==> config.mk <==
export PLATFORM = sky130hd
export DESIGN_NAME = trg_top
export DESIGN_NICKNAME = d
export VERILOG_FILES = /design/src/trg_pkg.sv /design/src/trg_align_pipe.sv /design/src/trg_sample_compare.sv /design/src/trg_window_ctrl.sv /design/src/trg_axil_regs.sv /design/src/trg_top.sv
export SDC_FILE = /design/constraint.sdc
export NUM_CORES = 1
export LEC_CHECK = 0
export ABC_AREA = 1
export BUFFER_PORTS_ARGS = -buffer_cell sky130_fd_sc_hd__buf_2
export CORE_ASPECT_RATIO = 1.75
export CORE_MARGIN = 5
export CORE_UTILIZATION = 52
export DETAILED_ROUTE_END_ITERATION = 10
export PLACE_DENSITY_LB_ADDON = 0.2
export SETUP_SLACK_MARGIN = 0.05
export SKIP_LAST_GASP = 1
export SYNTH_ARGS = -nofsm -noshare
export SYNTH_HDL_FRONTEND = slang
export SYNTH_SLANG_ARGS = --single-unit
==> constraint.sdc <==
create_clock -name AXIS_ACLK -period 20.3 [get_ports AXIS_ACLK]
set_input_delay 1.015 -clock AXIS_ACLK [delete_from_list [all_inputs] [get_ports AXIS_ACLK]]
set_output_delay 1.015 -clock AXIS_ACLK [all_outputs]
set_load 0.005 [all_outputs]
==> src/trg_pkg.sv <==
package trg_pkg;

  // stream geometry
  localparam int tdata_w = 128;
  localparam int lane_w  = 16;
  localparam int adc_w   = 12;
  localparam int lanes   = tdata_w / lane_w;

  localparam int time_w  = 44;
  localparam int len_w   = 16;

  // register bus widths
  localparam int axil_aw = 5;
  localparam int axil_dw = 32;

  typedef logic [tdata_w-1:0]      beat_t;
  typedef logic signed [adc_w-1:0] sample_t;
  typedef logic [time_w-1:0]       time_t;
  typedef logic [len_w-1:0]        len_t;

  // byte offsets in the register map
  localparam logic [axil_aw-1:0] reg_ctrl    = 5'h00;
  localparam logic [axil_aw-1:0] reg_thresh  = 5'h04;
  localparam logic [axil_aw-1:0] reg_base    = 5'h08;
  localparam logic [axil_aw-1:0] reg_post    = 5'h0C;
  localparam logic [axil_aw-1:0] reg_acqui   = 5'h10;
  localparam logic [axil_aw-1:0] reg_evcnt   = 5'h14;
  localparam logic [axil_aw-1:0] reg_time_lo = 5'h18;
  localparam logic [axil_aw-1:0] reg_time_hi = 5'h1C;

  // bits of reg_ctrl
  localparam int ctrl_enable_bit = 0;
  localparam int ctrl_clear_bit  = 1;

  localparam sample_t thresh_rst = sample_t'(100);
  localparam sample_t base_rst   = sample_t'(0);
  localparam len_t    post_rst   = len_t'(38);
  localparam len_t    acqui_rst  = len_t'(100);
  localparam logic    enable_rst = 1'b1;

  localparam logic [1:0] resp_okay   = 2'b00;
  localparam logic [1:0] resp_slverr = 2'b10;

  // compare register plus trigger mark register
  localparam int hit_lat = 2;

endpackage

==> src/trg_align_pipe.sv <==
module trg_align_pipe #(
  parameter type payload_t = logic,
  parameter int  depth     = 1
) (
  input  logic     AXIS_ACLK,
  input  logic     hit_flag_negedge,
  input  payload_t in_data,
  input  logic     in_valid,
  output payload_t out_data,
  output logic     out_valid
);

  payload_t         data_q [depth];
  logic [depth-1:0] valid_q;

  // valid bit per stage
  always_ff @(posedge AXIS_ACLK or posedge hit_flag_negedge) begin
    if (hit_flag_negedge) begin
      valid_q <= '0;
    end else begin
      valid_q[0] <= in_valid;
      for (int i = 1; i < depth; i++) begin
        valid_q[i] <= valid_q[i-1];
      end
    end
  end

  // a stage only loads when the word entering it is valid
  always_ff @(posedge AXIS_ACLK) begin
    if (in_valid) begin
      data_q[0] <= in_data;
    end
    for (int i = 1; i < depth; i++) begin
      if (valid_q[i-1]) begin
        data_q[i] <= data_q[i-1];
      end
    end
  end

  assign out_data  = data_q[depth-1];
  assign out_valid = valid_q[depth-1];

endmodule

==> src/trg_sample_compare.sv <==
module trg_sample_compare (
  input  logic             AXIS_ACLK,
  input  logic             hit_flag_negedge,
  input  trg_pkg::beat_t   s_axis_tdata,
  input  logic             s_axis_tvalid,
  input  logic             enable,
  input  trg_pkg::sample_t thresh,
  input  trg_pkg::sample_t base,
  output logic             hit
);
  import trg_pkg::*;

  // one extra bit so sample minus baseline never wraps
  typedef logic signed [adc_w:0] wide_t;

  sample_t          sample [lanes];
  wide_t            diff   [lanes];
  wide_t            thresh_w;
  wide_t            base_w;
  logic [lanes-1:0] above;

  assign thresh_w = {thresh[adc_w-1], thresh};
  assign base_w   = {base[adc_w-1], base};

  for (genvar i = 0; i < lanes; i++) begin : g_lane
    // sample sits in the upper bits of its lane
    assign sample[i] = s_axis_tdata[lane_w*i + lane_w - 1 -: adc_w];
    assign diff[i]   = {sample[i][adc_w-1], sample[i]} - base_w;
    assign above[i]  = (diff[i] >= thresh_w);
  end

  always_ff @(posedge AXIS_ACLK or posedge hit_flag_negedge) begin
    if (hit_flag_negedge) begin
      hit <= 1'b0;
    end else begin
      hit <= s_axis_tvalid && enable && (|above);
    end
  end

endmodule

==> src/trg_window_ctrl.sv <==
module trg_window_ctrl (
  input  logic             AXIS_ACLK,
  input  logic             hit_flag_negedge,
  input  logic             hit,
  input  logic             beat_valid,
  input  trg_pkg::len_t    post_len,
  input  trg_pkg::len_t    acqui_len,
  input  trg_pkg::sample_t thresh,
  input  trg_pkg::sample_t base,
  input  trg_pkg::time_t   hit_time,
  output logic             triggered,
  output logic             event_start,
  output trg_pkg::time_t   time_stamp,
  output trg_pkg::sample_t baseline_when_hit,
  output trg_pkg::sample_t threshold_when_hit
);
  import trg_pkg::*;

  logic hit_q;
  logic hit_rise;
  logic hit_fall;

  // cycles spent in the post window, counted from the falling edge
  len_t post_cnt;
  // cycles since the rising edge
  len_t acqui_cnt;

  // previous cycle was inside the post window
  logic finalize_flag;
  // acquisition ran past acqui_len
  logic over_len_flag;

  logic post_active;
  logic over_len;
  logic mark;

  assign hit_rise    = hit && !hit_q;
  assign hit_fall    = !hit && hit_q;
  assign event_start = hit_rise;

  // the falling-edge cycle is the first of post_len cycles
  assign post_active = !hit && (hit_fall ? (post_len != '0)
                                         : (finalize_flag && (post_cnt < post_len)));

  // the rising-edge cycle is the first of acqui_len cycles
  assign over_len = hit_rise ? (acqui_len == '0)
                             : (over_len_flag || (acqui_cnt >= acqui_len));

  assign mark = beat_valid && !over_len && (hit || post_active);

  always_ff @(posedge AXIS_ACLK or posedge hit_flag_negedge) begin
    if (hit_flag_negedge) begin
      hit_q         <= 1'b0;
      post_cnt      <= '0;
      acqui_cnt     <= '0;
      finalize_flag <= 1'b0;
      over_len_flag <= 1'b0;
      triggered     <= 1'b0;
    end else begin
      hit_q         <= hit;
      finalize_flag <= post_active;
      over_len_flag <= over_len;
      triggered     <= mark;

      // saturating counters
      if (hit_fall) begin
        post_cnt <= len_t'(1);
      end else if (post_cnt != '1) begin
        post_cnt <= post_cnt + 1'b1;
      end

      if (hit_rise) begin
        acqui_cnt <= len_t'(1);
      end else if (acqui_cnt != '1) begin
        acqui_cnt <= acqui_cnt + 1'b1;
      end
    end
  end

  // snapshot of the event at its rising edge
  always_ff @(posedge AXIS_ACLK or posedge hit_flag_negedge) begin
    if (hit_flag_negedge) begin
      time_stamp         <= '0;
      baseline_when_hit  <= '0;
      threshold_when_hit <= '0;
    end else if (hit_rise) begin
      time_stamp         <= hit_time;
      baseline_when_hit  <= base;
      threshold_when_hit <= thresh;
    end
  end

endmodule

==> src/trg_axil_regs.sv <==
module trg_axil_regs (
  input  logic                          AXIS_ACLK,
  input  logic                          hit_flag_negedge,
  input  logic [trg_pkg::axil_aw-1:0]   s_axil_awaddr,
  input  logic                          s_axil_awvalid,
  output logic                          s_axil_awready,
  input  logic [trg_pkg::axil_dw-1:0]   s_axil_wdata,
  input  logic [trg_pkg::axil_dw/8-1:0] s_axil_wstrb,
  input  logic                          s_axil_wvalid,
  output logic                          s_axil_wready,
  output logic [1:0]                    s_axil_bresp,
  output logic                          s_axil_bvalid,
  input  logic                          s_axil_bready,
  input  logic [trg_pkg::axil_aw-1:0]   s_axil_araddr,
  input  logic                          s_axil_arvalid,
  output logic                          s_axil_arready,
  output logic [trg_pkg::axil_dw-1:0]   s_axil_rdata,
  output logic [1:0]                    s_axil_rresp,
  output logic                          s_axil_rvalid,
  input  logic                          s_axil_rready,
  input  logic                          event_start,
  output trg_pkg::sample_t              thresh,
  output trg_pkg::sample_t              base,
  output trg_pkg::len_t                 post_len,
  output trg_pkg::len_t                 acqui_len,
  output logic                          enable,
  output trg_pkg::time_t                time_now
);
  import trg_pkg::*;

  localparam int strb_w = axil_dw / 8;

  logic               aw_take;
  logic               wr_en;
  logic               rd_en;
  logic [axil_aw-1:0] wr_addr;
  logic [axil_aw-1:0] rd_addr;
  logic               wr_err;
  logic [axil_dw-1:0] wr_old;
  logic [axil_dw-1:0] wr_val;
  logic [axil_dw-1:0] rd_mux;
  logic               rd_err;
  logic               clear_time;
  logic [axil_dw-1:0] evcnt;

  // byte-wise merge of write data into the current value
  function automatic logic [axil_dw-1:0] merge(
    input logic [axil_dw-1:0] old_val,
    input logic [axil_dw-1:0] new_val,
    input logic [strb_w-1:0]  strb
  );
    logic [axil_dw-1:0] res;
    res = old_val;
    for (int i = 0; i < strb_w; i++) begin
      if (strb[i]) begin
        res[8*i +: 8] = new_val[8*i +: 8];
      end
    end
    return res;
  endfunction

  // unaligned offsets are unmapped
  assign wr_addr = s_axil_awaddr;
  assign rd_addr = s_axil_araddr;

  assign aw_take = !s_axil_awready && s_axil_awvalid && s_axil_wvalid && !s_axil_bvalid;
  assign wr_en   = s_axil_awready && s_axil_awvalid && s_axil_wvalid;
  assign rd_en   = s_axil_arready && s_axil_arvalid;

  // current contents of the addressed writable register
  always_comb begin
    wr_old = '0;
    wr_err = 1'b0;
    case (wr_addr)
      reg_ctrl:   wr_old = {{(axil_dw-1){1'b0}}, enable};
      reg_thresh: wr_old = {{(axil_dw-adc_w){thresh[adc_w-1]}}, thresh};
      reg_base:   wr_old = {{(axil_dw-adc_w){base[adc_w-1]}}, base};
      reg_post:   wr_old = {{(axil_dw-len_w){1'b0}}, post_len};
      reg_acqui:  wr_old = {{(axil_dw-len_w){1'b0}}, acqui_len};
      default:    wr_err = 1'b1;
    endcase
  end

  assign wr_val = merge(wr_old, s_axil_wdata, s_axil_wstrb);

  // clear bit never stores, it only restarts the time base
  assign clear_time = wr_en && !wr_err && (wr_addr == reg_ctrl) && wr_val[ctrl_clear_bit];

  always_ff @(posedge AXIS_ACLK or posedge hit_flag_negedge) begin
    if (hit_flag_negedge) begin
      s_axil_awready <= 1'b0;
      s_axil_wready  <= 1'b0;
      s_axil_bvalid  <= 1'b0;
    end else begin
      s_axil_awready <= aw_take;
      s_axil_wready  <= aw_take;
      if (wr_en) begin
        s_axil_bvalid <= 1'b1;
      end else if (s_axil_bready) begin
        s_axil_bvalid <= 1'b0;
      end
    end
  end

  always_ff @(posedge AXIS_ACLK) begin
    if (wr_en) begin
      s_axil_bresp <= wr_err ? resp_slverr : resp_okay;
    end
  end

  // configuration registers
  always_ff @(posedge AXIS_ACLK or posedge hit_flag_negedge) begin
    if (hit_flag_negedge) begin
      enable    <= enable_rst;
      thresh    <= thresh_rst;
      base      <= base_rst;
      post_len  <= post_rst;
      acqui_len <= acqui_rst;
    end else if (wr_en && !wr_err) begin
      case (wr_addr)
        reg_ctrl:   enable <= wr_val[ctrl_enable_bit];
        reg_thresh: thresh <= wr_val[adc_w-1:0];
        reg_base:   base <= wr_val[adc_w-1:0];
        reg_post:   post_len <= wr_val[len_w-1:0];
        reg_acqui:  acqui_len <= wr_val[len_w-1:0];
        default:    enable <= enable;
      endcase
    end
  end

  // free-running time base and event counter
  always_ff @(posedge AXIS_ACLK or posedge hit_flag_negedge) begin
    if (hit_flag_negedge) begin
      time_now <= '0;
      evcnt    <= '0;
    end else begin
      if (clear_time) begin
        time_now <= '0;
      end else begin
        time_now <= time_now + 1'b1;
      end
      if (event_start) begin
        evcnt <= evcnt + 1'b1;
      end
    end
  end

  always_comb begin
    rd_mux = '0;
    rd_err = 1'b0;
    case (rd_addr)
      reg_ctrl:    rd_mux = {{(axil_dw-1){1'b0}}, enable};
      reg_thresh:  rd_mux = {{(axil_dw-adc_w){thresh[adc_w-1]}}, thresh};
      reg_base:    rd_mux = {{(axil_dw-adc_w){base[adc_w-1]}}, base};
      reg_post:    rd_mux = {{(axil_dw-len_w){1'b0}}, post_len};
      reg_acqui:   rd_mux = {{(axil_dw-len_w){1'b0}}, acqui_len};
      reg_evcnt:   rd_mux = evcnt;
      reg_time_lo: rd_mux = time_now[axil_dw-1:0];
      reg_time_hi: rd_mux = {{(2*axil_dw-time_w){1'b0}}, time_now[time_w-1:axil_dw]};
      default:     rd_err = 1'b1;
    endcase
  end

  always_ff @(posedge AXIS_ACLK or posedge hit_flag_negedge) begin
    if (hit_flag_negedge) begin
      s_axil_arready <= 1'b0;
      s_axil_rvalid  <= 1'b0;
    end else begin
      s_axil_arready <= !s_axil_arready && s_axil_arvalid && !s_axil_rvalid;
      if (rd_en) begin
        s_axil_rvalid <= 1'b1;
      end else if (s_axil_rready) begin
        s_axil_rvalid <= 1'b0;
      end
    end
  end

  always_ff @(posedge AXIS_ACLK) begin
    if (rd_en) begin
      s_axil_rdata <= rd_mux;
      s_axil_rresp <= rd_err ? resp_slverr : resp_okay;
    end
  end

endmodule

==> src/trg_top.sv <==
module trg_top (
  input  logic                          AXIS_ACLK,
  input  logic                          hit_flag_negedge,

  input  trg_pkg::beat_t                s_axis_tdata,
  input  logic                          s_axis_tvalid,

  input  logic [trg_pkg::axil_aw-1:0]   s_axil_awaddr,
  input  logic                          s_axil_awvalid,
  output logic                          s_axil_awready,
  input  logic [trg_pkg::axil_dw-1:0]   s_axil_wdata,
  input  logic [trg_pkg::axil_dw/8-1:0] s_axil_wstrb,
  input  logic                          s_axil_wvalid,
  output logic                          s_axil_wready,
  output logic [1:0]                    s_axil_bresp,
  output logic                          s_axil_bvalid,
  input  logic                          s_axil_bready,
  input  logic [trg_pkg::axil_aw-1:0]   s_axil_araddr,
  input  logic                          s_axil_arvalid,
  output logic                          s_axil_arready,
  output logic [trg_pkg::axil_dw-1:0]   s_axil_rdata,
  output logic [1:0]                    s_axil_rresp,
  output logic                          s_axil_rvalid,
  input  logic                          s_axil_rready,

  output trg_pkg::beat_t                m_axis_tdata,
  output logic                          m_axis_tvalid,

  output logic                          triggered,
  output trg_pkg::time_t                time_stamp,
  output trg_pkg::sample_t              baseline_when_hit,
  output trg_pkg::sample_t              threshold_when_hit
);
  import trg_pkg::*;

  sample_t thresh;
  sample_t base;
  len_t    post_len;
  len_t    acqui_len;
  logic    enable;
  time_t   time_now;
  logic    event_start;
  logic    hit;
  // time base and valid of the beat that hit refers to
  time_t   hit_time;
  logic    hit_valid;

  trg_axil_regs u_regs (
    .AXIS_ACLK        (AXIS_ACLK),
    .hit_flag_negedge (hit_flag_negedge),
    .s_axil_awaddr    (s_axil_awaddr),
    .s_axil_awvalid   (s_axil_awvalid),
    .s_axil_awready   (s_axil_awready),
    .s_axil_wdata     (s_axil_wdata),
    .s_axil_wstrb     (s_axil_wstrb),
    .s_axil_wvalid    (s_axil_wvalid),
    .s_axil_wready    (s_axil_wready),
    .s_axil_bresp     (s_axil_bresp),
    .s_axil_bvalid    (s_axil_bvalid),
    .s_axil_bready    (s_axil_bready),
    .s_axil_araddr    (s_axil_araddr),
    .s_axil_arvalid   (s_axil_arvalid),
    .s_axil_arready   (s_axil_arready),
    .s_axil_rdata     (s_axil_rdata),
    .s_axil_rresp     (s_axil_rresp),
    .s_axil_rvalid    (s_axil_rvalid),
    .s_axil_rready    (s_axil_rready),
    .event_start      (event_start),
    .thresh           (thresh),
    .base             (base),
    .post_len         (post_len),
    .acqui_len        (acqui_len),
    .enable           (enable),
    .time_now         (time_now)
  );

  trg_sample_compare u_cmp (
    .AXIS_ACLK        (AXIS_ACLK),
    .hit_flag_negedge (hit_flag_negedge),
    .s_axis_tdata     (s_axis_tdata),
    .s_axis_tvalid    (s_axis_tvalid),
    .enable           (enable),
    .thresh           (thresh),
    .base             (base),
    .hit              (hit)
  );

  // one stage, matches the compare register
  trg_align_pipe #(.payload_t(time_t), .depth(1)) u_time_pipe (
    .AXIS_ACLK        (AXIS_ACLK),
    .hit_flag_negedge (hit_flag_negedge),
    .in_data          (time_now),
    .in_valid         (s_axis_tvalid),
    .out_data         (hit_time),
    .out_valid        (hit_valid)
  );

  trg_window_ctrl u_win (
    .AXIS_ACLK          (AXIS_ACLK),
    .hit_flag_negedge   (hit_flag_negedge),
    .hit                (hit),
    .beat_valid         (hit_valid),
    .post_len           (post_len),
    .acqui_len          (acqui_len),
    .thresh             (thresh),
    .base               (base),
    .hit_time           (hit_time),
    .triggered          (triggered),
    .event_start        (event_start),
    .time_stamp         (time_stamp),
    .baseline_when_hit  (baseline_when_hit),
    .threshold_when_hit (threshold_when_hit)
  );

  // data lines up with the trigger mark
  trg_align_pipe #(.payload_t(beat_t), .depth(hit_lat)) u_data_pipe (
    .AXIS_ACLK        (AXIS_ACLK),
    .hit_flag_negedge (hit_flag_negedge),
    .in_data          (s_axis_tdata),
    .in_valid         (s_axis_tvalid),
    .out_data         (m_axis_tdata),
    .out_valid        (m_axis_tvalid)
  );

endmodule

==> key figures, run 1 <==
Power and ir drop
  – Clock power frac: 32.6%
  – Max VDD drop: 0.00007994 V
  – LEAKAGE: 16.61 nW
  – Sw frac: 29.96%
  – Power Total: 0.003251 W
  – Internal power: 0.002277 W
  – Cell Pwr Density: 94.13 nW/um^2
  – Seq pwr share: 48.7%
  – Switching pwr: 0.0009739 W
  – Part of the power in combinational logic: 18.7%

Route
  – Antenna viol nets, final: 0
  – WL per Instance: 21.36 um
  – Initial DRT Pass Iterations: 6
  – Total wire length: 90.48 mm
  – Total number of vias: 23388
  – DRC Markers: 0
  – Number of vias per cell: 5.521
  – Initial DRC count: 1557

Clock tree
  – Sink Count: 578
  – Clock Tree Buf Depth: 3
  – CTS Buf Count: 51
  – H-tree levels: 2
  – Root Driver: clkbuf_16
  – Hold Buf Count CTS: 0
  – Clock Pin Slew Worst Setup and Hold Paths: 0.07 ns
  – Clock tree from TritonCTS: done
  – CTS resizes: 0
  – Postcts setup bufs: 0
  – Clk Latency, worst-skew pair: 0.61 ns

Setup path
  – Startpoint Class: flip-flop
  – Critical path endpoint category: flip-flop
  – Crit Reg-Reg Endpoint: u_cmp.hit
  – Worst Path Required: 20.76 ns
  – Register-to-register setup slack: 15.72 ns
  – Arrival @ worst endpoint: 5.04 ns
  – Critical R2R Launch: u_regs.base[3]
  – Setup CP Type: flip-flop to flip-flop
  – Reg2Reg Depth: 23
  – CP Max Fanout: 12

STA
  – Post-layout minimum cycle time: 4.579 ns
  – Final hold vios: 0
  – Final setup TNS: 0 ns
  – Hold Worst Slack: 0.4158 ns
  – Slew margin rel.: 12.42%
  – Worst Clk Skew: 0.03088 ns
  – RSZ-0062 raised after global routing: no
  – Pins Over Slew Limit: 0
  – Setup violations, final: 0
  – Final worst setup slack: 15.72 ns
  – Slew @ Worst Pin: 1.309 ns
  – Final worst-path cycle share: 22.55%
  – Fmax: 0.2184 GHz

Logic synthesis
  – Simple-gate portion of the synthesized area: 16.20%
  – Cell area after synthesis: 30810 sq um
  – Register area share after synthesis: 52.41%
  – Mux contribution to synthesized area: 0%
  – Largest area contributor in the netlist: edfxtp_1
  – Xor-xnor portion of the synthesized cell area: 4.235%
  – Count leader, synth: nand2_1
  – Distinct cells, synth: 57
  – Primary FF master, synth: edfxtp_1
  – Commonest cells in the netlist: nand2_1 (663), inv_1 (354), edfxtp_1 (334)
  – Main combinational cell family by area after synthesis: simple AND/OR/NAND/NOR gates
  – Post-synth EDFFs: 334
  – Post-Syn Area per Cell: 9.869 sq um
  – Area contributors post-synth: edfxtp_1 (33%), dfrtp_1 (19%), ha_1 (9.5%)
  – YS warnings: 0
  – Asr flop ratio synth: 42.21%
  – Synth Area in Adders: 10.06%
  – Fraction of the mapped netlist area in compound gates: 8.649%
  – Synthesized instance count: 3122
  – Yosys top cell area share: 32.55%
  – Yosys reg bits: 578

Global routing
  – Global route overflow: 0
  – GRT Util Overall: 27.19%
  – Met1 Use GR: 28.98%
  – Vias in the first global route: 24063
  – Met2 usage: 50.43%
  – GRT busiest layer: met2
  – Initial antenna violation count: 5
  – First-pass GRT wire length: 136.6 mm
  – Grt met3 use: 4.567%
  – Pin count of the biggest net entering global routing: 103

Placement
  – Placement Setup Slack: 15.63 ns
  – Dpl hpwl: 68.18 mm
  – Gp weighted congestion: 0.9546
  – I/O Buffers: 400

Min path
  – HP Start: u_data_pipe.data_q[0][83]
  – Hold path depth: 0
  – Hold WC Path Type: flip-flop to flip-flop
  – WHS Endpoint: u_data_pipe.data_q[0][211]

Die
  – I/O pin count: 421
  – Die Y: 332.0 um
  – Die span in x: 194.0 um
  – Initial core utilization: 52.30%
  – DIE AREA: 64410 sq um
  – Placeable Area: 58910 sq um
  – Row count: 118

Final layout
  – Area Growth Syn to Fin: 12.09%
  – Share of cells above drive strength 1: 16.43%
  – # nets final: 3834

Status
  – Outcome: complete, no violations

Flow run
  – Max-cap violations: 0
## registers in the layout, summed over array words and instances, names as in the netlist, 12 cells and up
name	cells
u_data_pipe.data_q	256
u_regs.time_now	44
u_time_pipe.data_q	44
u_win.time_stamp	44
u_regs.evcnt	32
u_regs.s_axil_rdata	32
u_regs.acqui_len	16
u_regs.post_len	16
u_win.acqui_cnt	16
u_win.post_cnt	16
u_regs.base	12
u_regs.thresh	12
u_win.baseline_when_hit	12
u_win.threshold_when_hit	12
## cell usage in the layout, fill, tap and decap left out, types with 11 or more instances in the layout
| master | n |
|---|---|
| inv_1 | 353 |
| a21oi_1 | 157 |
| xnor2_1 | 21 |
| nand4_1 | 55 |
| nand3_1 | 97 |
| o22ai_1 | 45 |
| a21o_1 | 12 |
| nand2_1 | 663 |
| nor4_1 | 26 |
| a211oi_1 | 13 |
| xor2_1 | 128 |
| nor2_2 | 12 |
| clkinv_2 | 11 |
| o221ai_1 | 17 |
| buf_2 | 399 |
| nor3_1 | 79 |
| edfxtp_1 | 334 |
| nor2_4 | 14 |
| o21ai_0 | 171 |
| buf_4 | 15 |
| clkbuf_16 | 54 |
| ha_1 | 235 |
| dfrtp_1 | 233 |
| nor2_1 | 164 |
| a31oi_1 | 17 |
## cell families (layout without fill, tap and decap cells)
| kind of cell | count (synthesis) | in the layout |
|---|---|---|
| other | 1 | 6 |
| and+or+nand+nor | 1138 | 1138 |
| AOI/OAI and AO/OA | 469 | 469 |
| DFF | 578 | 578 |
| buffers and inverters | 544 | 873 |
| xor gates and xnor gates | 149 | 149 |
| adders and majority gates | 243 | 243 |
## worst max-delay path, stage by stage (launching register included)
cell and delay [ns]:
dfrtp_1 0.36, inv_1 0.71, ha_1 0.45, nand2_1 0.09, nand2_1 0.06, nand3_1 0.06
nand2_1 0.05, a21oi_1 0.22, o21ai_0 0.24, a21oi_1 0.23, xnor2_1 0.16, ha_1 0.28
nand2_1 0.08, inv_1 0.04, o21ai_0 0.14, nand2_1 0.06, nor2_1 0.14, nand2_1 0.06
nand2_1 0.05, nand3_1 0.21, nor2_1 0.18, nand2_1 0.12, nor2_1 0.27, nor2_1 0.16
## how the worst max path moves through the flow
stage                      from  slack [ns]        end  depth (start not counted)
2_1_floorplan  hit_flag_negedge       12.60  u_cmp.hit                          1
3_3_place_gp   s_axis_tdata[20]       15.71  u_cmp.hit                         22
3_5_place_dp   s_axis_tdata[20]       15.63  u_cmp.hit                         22
4_1_cts          u_regs.base[3]       15.72  u_cmp.hit                         23
5_1_grt          u_regs.base[3]       15.43  u_cmp.hit                         23
6_report         u_regs.base[3]       15.72  u_cmp.hit                         23
## cell type report
| type | instances | area [sq um] |
|---|---|---|
| Clock buffer | 65 | 1423 |
| Sequential cell | 578 | 16150 |
| Tap cell | 780 | 975.9 |
| Timing Repair Buffer | 415 | 2121 |
| Multi-Input combinational cell | 2001 | 12080 |
| Clock inverter | 31 | 406.6 |
| Inverter | 362 | 1373 |
| Antenna cell | 4 | 10.01 |
| Fill cell | 5138 | 24370 |
## per-stage QoR
step | utilization [%] | std cells | instance area, sq um
after floorplan | - | 3123 | 30820
after global placement | 55.51 | 4136 | 32700
after detailed placement | 55.51 | 4136 | 32700
after CTS | 58.61 | 4232 | 34530
after global routing | 58.61 | 4232 | 34530
final | 58.63 | 4236 | 34540
## metal layers
layer | vias to the layer above | routed length (um) | part of all wire (%)
li1 | 11086 | - | -
met1 | 11200 | 32280 | 36
met2 | 848 | 47080 | 52
met3 | 252 | 5166 | 5.7
met4 | 2 | 5953 | 6.6
met5 | - | 8 | 0.0088
## power groups by stage
stage	clock [W]	sequential, W	combinational, W
CTS	0.00108	0.00158	0.000612
floorplan	0	0.00156	0.000376
detailed placement	0	0.00161	0.000608
global route	0.00113	0.00160	0.000679
global placement	0	0.00160	0.000595
finish	0.00106	0.00158	0.000608
(Power assumes the default switching activity.)
==> run 2: changes to the inputs <==
==> constraint.sdc (replaced) <==
create_clock -name AXIS_ACLK -period 3.8 [get_ports AXIS_ACLK]
set_input_delay 0.19 -clock AXIS_ACLK [delete_from_list [all_inputs] [get_ports AXIS_ACLK]]
set_output_delay 0.19 -clock AXIS_ACLK [all_outputs]
set_load 0.005 [all_outputs]
==> run 2 against run 1 <==
Against the previous run:
- final area rose by 5.1%
- wire length rose by 2.7%
- first-iteration DRC count fell by 18%
==> key figures, run 2 (synthesized netlist as in run 1, its figures left out) <==
Status
  – Outcome: complete, no violations

Die
  – Initial core utilization: 52.30% (unchanged)
  – Placeable Area: 58910 sq um (unchanged)
  – Die Y: 332.0 um (unchanged)
  – Die span in x: 194.0 um (unchanged)
  – DIE AREA: 64410 sq um (unchanged)
  – Row count: 118 (unchanged)
  – I/O pin count: 421 (unchanged)

Route
  – Antenna viol nets, final: 0 (unchanged)
  – Total number of vias: 24091 (+3.0%)
  – Initial DRT Pass Iterations: 5 (-1)
  – Initial DRC count: 1282 (-18%)
  – Number of vias per cell: 5.446 (-1.4%)
  – Total wire length: 92.92 mm (+2.7%)
  – WL per Instance: 21.00 um (-1.7%)
  – DRC Markers: 0 (unchanged)

Clock tree
  – H-tree levels: 2 (unchanged)
  – Root Driver: clkbuf_16
  – Clk Latency, worst-skew pair: 0.62 ns (about the same)
  – Sink Count: 578 (unchanged)
  – Clock Pin Slew Worst Setup and Hold Paths: 0.07 ns (about the same)
  – Clock Tree Buf Depth: 3 (unchanged)
  – CTS Buf Count: 51 (unchanged)
  – Clock tree from TritonCTS: done

Setup path
  – Critical path's top delay family: simple AND/OR/NAND/NOR gates
  – Most Frequent Cell on Critical Path: nand2_1
  – CP cell instances: inv_1, buf_12, ha_1, a21o_1, nand2_1, nand2_1, a21oi_1, o21ai_1, nand2_1, nand3_1, xor2_1, ha_1, nand2_1, nor2_1, inv_1, nor2_1, nand2_1, nand3_1, nand3_1, nor2_1, nand2_1, nor2_1, nor2_1
  – Setup CP Type: flip-flop to flip-flop
  – Slowest cell on crit path: dfrtp_1
  – CP Max Fanout: 10 (-2)
  – CP max stage delay: 0.36 ns (-0.35 ns)
  – Critical path buffers and inverters: 3 (+1)
  – Worst Path Required: 4.29 ns (-16.47 ns)
  – Arrival @ worst endpoint: 4.05 ns (-0.99 ns)
  – Critical path endpoint category: flip-flop
  – Startpoint Class: flip-flop

Global routing
  – Pin count of the biggest net entering global routing: 98 (-4.9%)
  – GRT Util Overall: 28.20% (+1.0 points)
  – First-pass GRT wire length: 142.0 mm (+4.0%)
  – Initial antenna violation count: 4 (-1)
  – Global route overflow: 0 (unchanged)
  – Vias in the first global route: 25107 (+4.3%)

STA
  – Slew margin rel.: 35.13% (+23 points)
  – Final worst-path cycle share: 93.48% (+71 points)
  – Worst Clk Skew: 0.02271 ns (-0.008170 ns)
  – Hold Worst Slack: 0.04353 ns (-0.3722 ns)
  – Pins Over Slew Limit: 0 (unchanged)
  – Final hold vios: 0 (unchanged)
  – Slew @ Worst Pin: 0.9730 ns (-0.3358 ns)
  – Post-layout minimum cycle time: 3.552 ns (-1.026 ns)
  – Setup violations, final: 0 (unchanged)
  – Final setup TNS: 0 ns (unchanged)
  – Fmax: 0.2815 GHz (+29%)
  – RSZ-0062 raised after global routing: no

Final layout
  – Most frequent cells in the layout: nand2_1 (663), buf_2 (399), inv_1 (352)
  – Commonest non-fill, non-tap cell in the layout: nand2_1
  – Max reg flops: 256 (unchanged)
  – Final core utilization: 61.60% (+3.0 points)
  – Biggest register: u_data_pipe.data_q
  – Area Growth Syn to Fin: 17.78%
  – Area taken by multi-input logic gates: 12120 sq um (+0.34%)
  – Register area: 16150 sq um (unchanged)
  – Fill cell total of the finished layout: 4985 (-3.0%)
  – Share of cells above drive strength 1: 16.96% (+0.54 points)
  – # nets final: 4026 (+5.0%)

Placement
  – I/O Buffers: 400 (unchanged)
  – Dpl hpwl: 70.40 mm (+3.3%)
  – Gp weighted congestion: 0.9498 (-0.50%)

Power and ir drop
  – Max VDD drop: 0.0004788 V (+500%)
  – LEAKAGE: 17.40 nW (+4.8%)
  – Cell Pwr Density: 469.2 nW/um^2 (+400%)

Min path
  – Hold WC Path Type: input pin to flip-flop

Flow run
  – Max-cap violations: 0 (unchanged)
## run 2: changes by cell type in the layout (fill, tap and decap cells not counted), sizes merged
cell,delta
buf,+45
clkinvlp,+1
dlygate4sd3,+147
clkinv,+3
bufinv,-5
diode,-3
## run 2: final timing paths
kind / startpoint / depth (start not counted) / endpoint / slack [ns]
worst max-delay path: u_regs.base[3] / 23 / u_cmp.hit / 0.25
worst min-delay path: s_axil_wdata[1] / 5 / u_regs.base[1] / 0.04
worst max register to register: u_regs.base[3] / 23 / u_cmp.hit / 0.25
worst min register to register: u_data_pipe.data_q[0][27] / 0 / u_data_pipe.data_q[0][155] / 0.41
max in group asynchronous: hit_flag_negedge / 4 / u_data_pipe.valid_q[0] / 2.34
min in group asynchronous: hit_flag_negedge / 3 / u_regs.time_now[17] / 0.33
## run 2: repair_timing
| item | CTS | global route |
|---|---|---|
| setup endpoints to repair | 1 | 1 |
| hold buffers | 147 | 0 |
| gates cloned | 0 | 0 |
| endpoints found under the hold margin | 180 | 0 |
| gates resized for setup | 1 | 24 |
| setup buffers | 0 | 0 |
## run 2: final cells by class
class	instances	area share (%)
multi-input combinational	2001	33.40
sequential	578	44.51
inverter	362	3.772
clock buffer	65	3.717
antenna	1	0.006896
tap	780	2.689
timing repair buffer	607	11.15
clock inverter	30	0.7620
## run 2: worst reg2reg max path: stages, from the launching register on
cell and delay (ns):
dfrtp_1 0.36, inv_1 0.13, buf_12 0.19, ha_1 0.30, a21o_1 0.20, nand2_1 0.06, nand2_1 0.04, a21oi_1 0.27
o21ai_1 0.17, nand2_1 0.10, nand3_1 0.08, xor2_1 0.16, ha_1 0.35, nand2_1 0.09, nor2_1 0.13, inv_1 0.05
nor2_1 0.10, nand2_1 0.07, nand3_1 0.08, nand3_1 0.09, nor2_1 0.12, nand2_1 0.11, nor2_1 0.15, nor2_1 0.06
## run 2: where the power goes
part	switching (W)	internal [W]	total, W	leakage [nW]
clock network	0.00235	0.00281	0.00515	0.808
logic	0.00211	0.00131	0.00342	10.6
registers	0.000755	0.00770	0.00845	6.01
total	0.00521	0.0118	0.0170	17.4
## run 2: through the flow
| step | std cells | worst slack (ns) | power [W] | area [sq um] |
|---|---|---|---|---|
| after floorplan | 3123 | 0.3995 | 0.01035 | 30820 |
| after global placement | 4181 | 0.07788 | 0.01177 | 33150 |
| after detailed placement | 4181 | 0.06423 | 0.01186 | 33150 |
| after CTS | 4423 | 0.1063 | 0.01717 | 36240 |
| after global routing | 4423 | 0.04817 | 0.01791 | 36290 |
| final | 4424 | 0.2476 | 0.01703 | 36290 |
## run 2: routing by layer
layer	wire, um	track usage, %	up-vias
met5	43	0	-
met4	6217	15.55	6
met3	5153	4.435	280
met2	47700	51.21	869
met1	33800	31.38	11458
li1	-	-	11478
